### config.mk
export PLATFORM = sky130hd
export DESIGN_NAME = shared_ram_top
export DESIGN_NICKNAME = d
export VERILOG_FILES = /design/src/design/shared_ram_pkg.sv /design/src/design/rr_thermo_arbiter.sv /design/src/design/client_port.sv /design/src/design/shared_ram.sv /design/src/design/shared_ram_top.sv
export SDC_FILE = /design/constraint.sdc
export NUM_CORES = 2
export LEC_CHECK = 0
export BUFFER_PORTS_ARGS = -buffer_cell sky130_fd_sc_hd__buf_2
export CAP_MARGIN = 20
export CORE_UTILIZATION = 25
export CTS_CLUSTER_DIAMETER = 60
export DETAILED_ROUTE_END_ITERATION = 8
export SYNTH_ARGS = -nofsm -noshare
export SYNTH_HDL_FRONTEND = slang
export SYNTH_HIERARCHICAL = 1
export SYNTH_SLANG_ARGS = --single-unit
### constraint.sdc
create_clock -name clk -period 97.8 [get_ports clk]
set_input_delay 19.56 -clock clk [delete_from_list [all_inputs] [get_ports clk]]
set_output_delay 19.56 -clock clk [all_outputs]
set_load 0.02 [all_outputs]
### src/design/shared_ram_pkg.sv
`default_nettype none

package shared_ram_pkg;

    // client count and memory geometry
    localparam int N_CLIENTS = 4;
    localparam int ADDR_W = 6;
    localparam int DATA_W = 16;
    localparam int MEM_DEPTH = 64;

    // one bit per client
    // used for pending, hold, grant, busy and rvalid
    typedef logic [N_CLIENTS-1:0] client_vec_t;

    // word address into the shared memory
    typedef logic [ADDR_W-1:0] addr_t;

    // memory data word
    typedef logic [DATA_W-1:0] data_t;

    // per-client request state
    typedef enum logic {
        // nothing pending
        PORT_IDLE,
        // command held until granted
        PORT_WAIT
    } port_state_t;

endpackage

`default_nettype wire

### src/design/rr_thermo_arbiter.sv
`timescale 1ns/1ps
`default_nettype none

module rr_thermo_arbiter
    import shared_ram_pkg::*;
(
    input  logic        clk,
    input  logic        reset,
    input  client_vec_t request,
    input  client_vec_t hold,
    output client_vec_t grant
);

    // pointer mask, ones at and above the first client to consider
    client_vec_t pointer_mask;
    client_vec_t masked_req;
    // thermometer codes, bit i set when any request at or below i
    client_vec_t thermo_all;
    client_vec_t thermo_masked;
    client_vec_t thermo_sel;
    // selected code shifted up one place
    client_vec_t next_mask;
    logic        any_grant;
    logic        grant_held;

    // running OR from bit 0 upward
    function automatic client_vec_t thermo(input client_vec_t v);
        client_vec_t t;
        t[0] = v[0];
        for (int i = 1; i < N_CLIENTS; i++) begin
            t[i] = t[i-1] | v[i];
        end
        return t;
    endfunction

    // requests at or above the pointer
    assign masked_req = request & pointer_mask;

    assign thermo_all = thermo(request);
    assign thermo_masked = thermo(masked_req);

    // top bit of a code says whether it holds any request
    // masked code wins when non-empty, else wrap to the lowest request
    assign thermo_sel = thermo_masked[N_CLIENTS-1] ? thermo_masked : thermo_all;

    // shifted copy has ones strictly above the winner
    assign next_mask = thermo_sel << 1;

    // rising edge of the thermometer is the one-hot winner
    assign grant = thermo_sel ^ next_mask;

    assign any_grant = thermo_all[N_CLIENTS-1];

    // winner asked to keep first place
    assign grant_held = |(grant & hold);

    // pointer moves one past the winner unless the grant is held
    // all-zero mask after the top client wraps to client 0
    always_ff @(posedge clk or posedge reset) begin
        if (reset) begin
            pointer_mask <= '1;
        end else if (any_grant && !grant_held) begin
            pointer_mask <= next_mask;
        end
    end

endmodule

`default_nettype wire

### src/design/client_port.sv
`timescale 1ns/1ps
`default_nettype none

module client_port
    import shared_ram_pkg::*;
(
    input  logic  clk,
    input  logic  reset,
    // client side request levels
    input  logic  req,
    input  logic  we,
    input  logic  hold,
    input  addr_t addr,
    input  data_t wdata,
    // this client's grant bit
    input  logic  granted,
    // pending flag, also the request toward the arbiter
    output logic  busy,
    output logic  pending_hold,
    // held command toward the memory
    output logic  cmd_we,
    output addr_t cmd_addr,
    output data_t cmd_wdata,
    // one-cycle read completion
    output logic  rvalid
);

    port_state_t state;
    logic        accept;

    // pending exactly while waiting
    assign busy = (state == PORT_WAIT);

    // req while busy is dropped
    assign accept = (state == PORT_IDLE) && req;

    // request state, access type and hold flag
    always_ff @(posedge clk or posedge reset) begin
        if (reset) begin
            state <= PORT_IDLE;
            cmd_we <= 1'b0;
            pending_hold <= 1'b0;
            rvalid <= 1'b0;
        end else begin
            // rvalid is a single-cycle pulse
            rvalid <= 1'b0;
            case (state)
                PORT_IDLE: begin
                    if (req) begin
                        state <= PORT_WAIT;
                        cmd_we <= we;
                        pending_hold <= hold;
                    end
                end
                PORT_WAIT: begin
                    // memory takes the access at this same edge
                    if (granted) begin
                        state <= PORT_IDLE;
                        rvalid <= !cmd_we;
                    end
                end
            endcase
        end
    end

    // address and write data captured at acceptance
    // stable until the grant edge
    always_ff @(posedge clk) begin
        if (accept) begin
            cmd_addr <= addr;
            cmd_wdata <= wdata;
        end
    end

endmodule

`default_nettype wire

### src/design/shared_ram.sv
`timescale 1ns/1ps
`default_nettype none

module shared_ram
    import shared_ram_pkg::*;
(
    input  logic                      clk,
    input  logic                      reset,
    // one-hot grant, all zero when idle
    input  client_vec_t               grant,
    // held commands of every client
    input  client_vec_t               cmd_we,
    input  addr_t [N_CLIENTS-1:0]     cmd_addr,
    input  data_t [N_CLIENTS-1:0]     cmd_wdata,
    // registered read word, shared by all clients
    output data_t                     rdata
);

    data_t mem [MEM_DEPTH];

    logic  sel_valid;
    logic  sel_we;
    addr_t sel_addr;
    data_t sel_wdata;

    // any client granted this cycle
    assign sel_valid = |grant;

    // one-hot mux as an AND-OR tree
    // at most one term is non-zero
    always_comb begin
        sel_we = 1'b0;
        sel_addr = '0;
        sel_wdata = '0;
        for (int i = 0; i < N_CLIENTS; i++) begin
            sel_we = sel_we | (grant[i] & cmd_we[i]);
            sel_addr = sel_addr | (cmd_addr[i] & {ADDR_W{grant[i]}});
            sel_wdata = sel_wdata | (cmd_wdata[i] & {DATA_W{grant[i]}});
        end
    end

    // reset clears every word and the read register
    // write lands at the grant edge
    // read word registered at the grant edge, valid with rvalid
    always_ff @(posedge clk or posedge reset) begin
        if (reset) begin
            for (int i = 0; i < MEM_DEPTH; i++) begin
                mem[i] <= '0;
            end
            rdata <= '0;
        end else if (sel_valid) begin
            if (sel_we) begin
                mem[sel_addr] <= sel_wdata;
            end else begin
                rdata <= mem[sel_addr];
            end
        end
    end

endmodule

`default_nettype wire

### src/design/shared_ram_top.sv
`timescale 1ns/1ps
`default_nettype none

module shared_ram_top
    import shared_ram_pkg::*;
(
    input  logic                  clk,
    input  logic                  reset,
    // per-client request levels
    input  client_vec_t           req,
    input  client_vec_t           we,
    input  client_vec_t           hold,
    input  addr_t [N_CLIENTS-1:0] addr,
    input  data_t [N_CLIENTS-1:0] wdata,
    // per-client status
    output client_vec_t           busy,
    output client_vec_t           rvalid,
    // read data for whichever client sees rvalid
    output data_t                 rdata
);

    // one bit per client port
    client_vec_t           pending;
    client_vec_t           pending_hold;
    client_vec_t           grant;
    client_vec_t           cmd_we;

    // held commands, packed per client
    addr_t [N_CLIENTS-1:0] cmd_addr;
    data_t [N_CLIENTS-1:0] cmd_wdata;

    // busy is the pending set seen from outside
    assign busy = pending;

    // one request holder per client
    for (genvar i = 0; i < N_CLIENTS; i++) begin : g_port
        client_port client_port_i (
            .clk          (clk),
            .reset        (reset),
            .req          (req[i]),
            .we           (we[i]),
            .hold         (hold[i]),
            .addr         (addr[i]),
            .wdata        (wdata[i]),
            .granted      (grant[i]),
            .busy         (pending[i]),
            .pending_hold (pending_hold[i]),
            .cmd_we       (cmd_we[i]),
            .cmd_addr     (cmd_addr[i]),
            .cmd_wdata    (cmd_wdata[i]),
            .rvalid       (rvalid[i])
        );
    end

    // round robin over pending clients
    // hold on the winner freezes the pointer
    rr_thermo_arbiter rr_thermo_arbiter_i (
        .clk     (clk),
        .reset   (reset),
        .request (pending),
        .hold    (pending_hold),
        .grant   (grant)
    );

    // single-port memory, one access per cycle
    shared_ram shared_ram_i (
        .clk       (clk),
        .reset     (reset),
        .grant     (grant),
        .cmd_we    (cmd_we),
        .cmd_addr  (cmd_addr),
        .cmd_wdata (cmd_wdata),
        .rdata     (rdata)
    );

endmodule

`default_nettype wire

-- Yosys cells after proc, flatten, opt, wreduce, memory -nomap -nowiden
Index checks and enable logic that the tools add are counted.
- register bits after elaboration: 1148
- $lt $le $gt $ge: 2
- mux-type cells: 27
- bitwise operators: 36
- reductions and logical operators: 19
- operator list (cell ; count):
    $bwmux 1024 ; 1
    $bmux 16 s6 ; 1
    $demux 16 s6 ; 1
    $and 16x16->16 ; 4
    $mux 16 ; 3
    $or 16x16->16 ; 3
    $and 6x6->6 ; 4
    $or 6x6->6 ; 3
    $mux 1 ; 16
    $reduce_and 2->1 ; 6
    $or 1x1->1 ; 9
    $and 4x4->4 ; 2
    $pmux 1 s2 ; 4
    $reduce_or 4->1 ; 2
    $ge 7x7->1 const B ; 1
    $lt 7x1->1 const B ; 1
    $not 6->7 ; 1
    $logic_and 1x1->1 ; 6
    $logic_not 1->1 ; 5
    $not 1->1 ; 5
    $and 1x1->1 ; 4
    $mux 4 ; 1
    $xor 4x4->4 ; 1

-- Depth between registers and ports, before layout
- word-level depth: 16
- depth in mapped cells: 17
- gate-level depth less buffers: 11

-- By module
Netlist, hierarchy kept.
- by module, submodules not included (module ; instances ; cells an instance ; area each (sq um)):
    shared_ram ; 1 ; 5022 ; 46714.8
    client_port ; 4 ; 33 ; 823.3
    rr_thermo_arbiter ; 1 ; 40 ; 389.1

-- Least setup slack after synthesis
No wires, ideal clock.
- kind: in2reg
- start: in req[0]
- end: reg g_port[0].client_port_i.cmd_we
- setup time: 0.125 ns
- data arrival time: 20.348 ns
- required time: 97.675 ns
- path slack: 77.327 ns
- stages: 2
- path buffers: 0
- path through: nor2b_4 -> mux2_4
- cells in the longest elaborated chain, start to end: 1
- RTL lines (element ; line ; RTL):
    start: declaration ; shared_ram_top.sv:10 ; input client_vec_t req,
    $reduce_and 2->1 (no line) ; n/a ;
    end signal: assignment ; client_port.sv:51 ; cmd_we <= we;
    end: declaration ; client_port.sv:21 ; output logic cmd_we,
Every way passes these cells.
A chain may end at the register's enable or synchronous reset.

==> out/metrics.csv <==
stage;metric;value;unit
yosys;synth_compound_area_share;19.1;%
yosys;netlist_instances;5194;
drt;met2_wirelength;76.6;mm
timing;relSlewSlack;24.1;%
outcome;status;finished clean;
global_routing;antenna_found_initial;5;
timing;finalHoldViolCount;0;
finish;layout-drive-gt1-share;12.2;%
global_routing;grt_pass1_vias;38200;
floorplanning;dieArea;203000;um^2
global_routing;gr-total-overflow;0;
clock_network;clk_path_buf_depth;3;
finish;layout.nets;5191;
clock_network;clk_pin_slew;70;ps
timing;fin_tns_setup;0;ps
place;hpwl;102;mm
critical_path;arrival;23130;ps
finish;area_growth;15.0;%
timing;clock_skew;29.0;ps
yosys;yosysSeqAreaShare;57.9;%
flow_run;max_cap_violations;0;
clock_network;cts_buffers;120;
drt;wl_met1;72.7;mm
yosys;syn-cell-area;50400;um^2
critical_path;cp_num_buf_inv;5;
yosys;synthMuxAreaShare;3.62;%
yosys;synth_edf_count;88;
drt;wl_per_cell;21.7;um
critical_path;required;98510;ps
floorplanning;start_util;25.2;%
drt;wl_met3;13.4;mm
critical_path;ff2ff_setup_slack;90490;ps
finish;seq_area;29200;um^2
critical_path;slowest_delay;880;ps
place;place_congestion;0.835;
hold_path;whs_path_depth;1;
timing;worst_pin_slew;1130;ps
yosys;synth_fa_ha_area_share;0;%
finish;nFillCells;20700;
floorplanning;rows;164;
timing;grt_setup_unrepaired;false;
yosys;yosysWarnings;6;
timing;finalSetupViolCount;0;
place;io_buffers;125;
critical_path;critPathKind;in -> async;
yosys;async_flop_share;92.3;%
yosys;synth_top_family_by_area;compound AO/OA/AOI/OAI gates;
critical_path;crit_chain;buf_2 > inv_8 > buf_4 > buf_4 > buf_4;
timing;finalCritPeriodShare;22.9;%
clock_network;h-tree-depth;3;
yosys;ys_types;78;
clock_network;cts_hold_buffers;0;
floorplanning;die_width;451;um
clock_network;clock-sinks;1148;
clock_network;cts_tree;done;
clock_network;root_buffer;clkbuf_16;
clock_network;cts_resized;0;
critical_path;endpoint_kind;asynchronous set/reset pin;
drt;num_vias;40000;
clock_network;clock_latency;750;ps
yosys;yosys_most_used_dff;dfrtp_1;
drt;post-route-drc-count;0;
floorplanning;io_pins;126;
yosys;yosys-top-cells-area;dfrtp_1 52%, a21oi_1 6.6%, nand2_1 6.3%, edfxtp_1 5.2%, nor2_1 5.2%;
critical_path;critPathMaxFanout;101;
critical_path;reg2reg_depth;15;
timing;layout_min_cycle_time;22420;ps
critical_path;path_depth;5;
yosys;synth_top_area_cell;dfrtp_1;
global_routing;grt_use_total;16.4;%
drt;dr.pass1.iters;8;
drt;antenna_left;0;
critical_path;critical_path.startpoint_type;primary input;
floorplanning;die_h;451;um
drt;topRoutingLayerUsed;met5;
yosys;synthXorXnorAreaFrac;0;%
global_routing;grt_pass1_wl;255;mm
timing;report.final.slew_viol_count;0;
floorplanning;core-area;200000;um^2
timing;max_freq;44.6;MHz
critical_path;cp_slowest_cell;buf_4;
yosys;yosys.area_share.simple;14.9;%
critical_path;cp_top_family;buffers and inverters;
global_routing;grt_start_max_net_pins;177;
yosys;synth.avg_cell_area;9.70;um^2
drt;drt-initial-drc-count;3995;
critical_path;worst_path_most_repeated_cell;buf_4;
clock_network;post_cts_buffers;0;
yosys;syn_nets;5296;
drt;vias_per_cell;5.10;
yosys;post-synth-top-count-cell;dfrtp_1;
yosys;ys_seq_elements;1148;
yosys;yosys.area.top_type_share;52.4;%
drt;detail_route.wirelength;170;mm
hold_path;hold_class;reg -> reg;
yosys;synth_commonest_cells;1056 x dfrtp_1, 844 x nand2_1, 694 x nor2_1, 662 x a21oi_1, 419 x o21ai_0;
finish;multi_input_area;19500;um^2
==> cells in the final DEF, fill, tap and decap left out, drive strengths merged, types with 14 or more instances in the layout <==
cell type  netlist  routed
a211oi         115     115
a21oi          663     663
a221oi          40      40
a22o            29      29
a22oi           40      40
a311oi          94      94
a31oi           60      60
and3           114     114
buf            229     261
bufinv           0      14
clkbuf         261     168
clkinv           0      27
dfrtp         1056    1056
edfxtp          88      88
inv              6      15
mux2            23      23
mux2i           45      45
mux4            48      48
nand2          846     846
nand3          115     115
nor2           702     702
o21ai          471     471
o22ai           15      15
==> cell type report <==
| class | instances | area share (%) |
|---|---|---|
| Multi-Input combinational cell | 3550 | 33.6 |
| Clock inverter | 52 | 1.15 |
| Timing Repair Buffer | 263 | 3.16 |
| Tap cell | 2656 | 5.73 |
| Clock buffer | 166 | 5.93 |
| Sequential cell | 1148 | 50.3 |
| Inverter | 6 | 0.0518 |
| Antenna cell | 5 | 0.0216 |
==> layer usage <==
layer	vias up	global-route usage [%]
met5	-	0
met3	303	3.32
met1	20100	22.2
li1	18100	-
met2	1554	25.4
met4	2	7.12
==> path summary, 6_finish.rpt <==
| kind | from | end |
|---|---|---|
| min in group asynchronous | reset | g_port[3].client_port_i/pending_hold |
| hold reg to reg | g_port[3].client_port_i/cmd_we | g_port[3].client_port_i/rvalid |
| hold / removal | g_port[3].client_port_i/cmd_we | g_port[3].client_port_i/rvalid |
| setup reg to reg | g_port[1].client_port_i/busy | shared_ram_i/rdata[10] |
| max in group clk | g_port[1].client_port_i/busy | busy[1] |
| setup / recovery | reset | shared_ram_i/mem[419] |
==> stage by stage <==
| step | cell area [um^2] | worst slack (ps) | util (%) | hold WS, ps | cells |
|---|---|---|---|---|---|
| detailed placement | 53700 | 74540 | 26.9 | 463 | 7616 |
| global placement | 53700 | 74590 | 26.8 | 454 | 7613 |
| finish | 58000 | 75380 | 29.0 | 473 | 7846 |
| CTS | 57800 | 75340 | 28.9 | 476 | 7834 |
| floorplan | 50400 | 48970 | - | 423 | 5194 |
| global route | 58000 | 74880 | 29.0 | 489 | 7841 |
==> sequential cells by signal (all words and copies together) (netlist names) <==
signal and flops:
shared_ram_i/mem 1024, g_port.client_port_i/cmd_wdata 64, g_port.client_port_i/cmd_addr 24, shared_ram_i/rdata 16
g_port.client_port_i/busy 4, g_port.client_port_i/cmd_we 4, g_port.client_port_i/pending_hold 4, g_port.client_port_i/rvalid 4
rr_thermo_arbiter_i/pointer_mask 4
==> cell families (layout without fill, tap and decap cells) <==
group / count (synthesis) / count (layout)
AOI/OAI and AO/OA: 1611 / 1611
buffers and inverters: 496 / 487
and+or+nand+nor: 1823 / 1823
other: 0 / 5
DFF: 1148 / 1148
muxes: 116 / 116
Power is not shown: default switching activity piles up to over one toggle a cycle in this logic, so the estimate is an artifact.
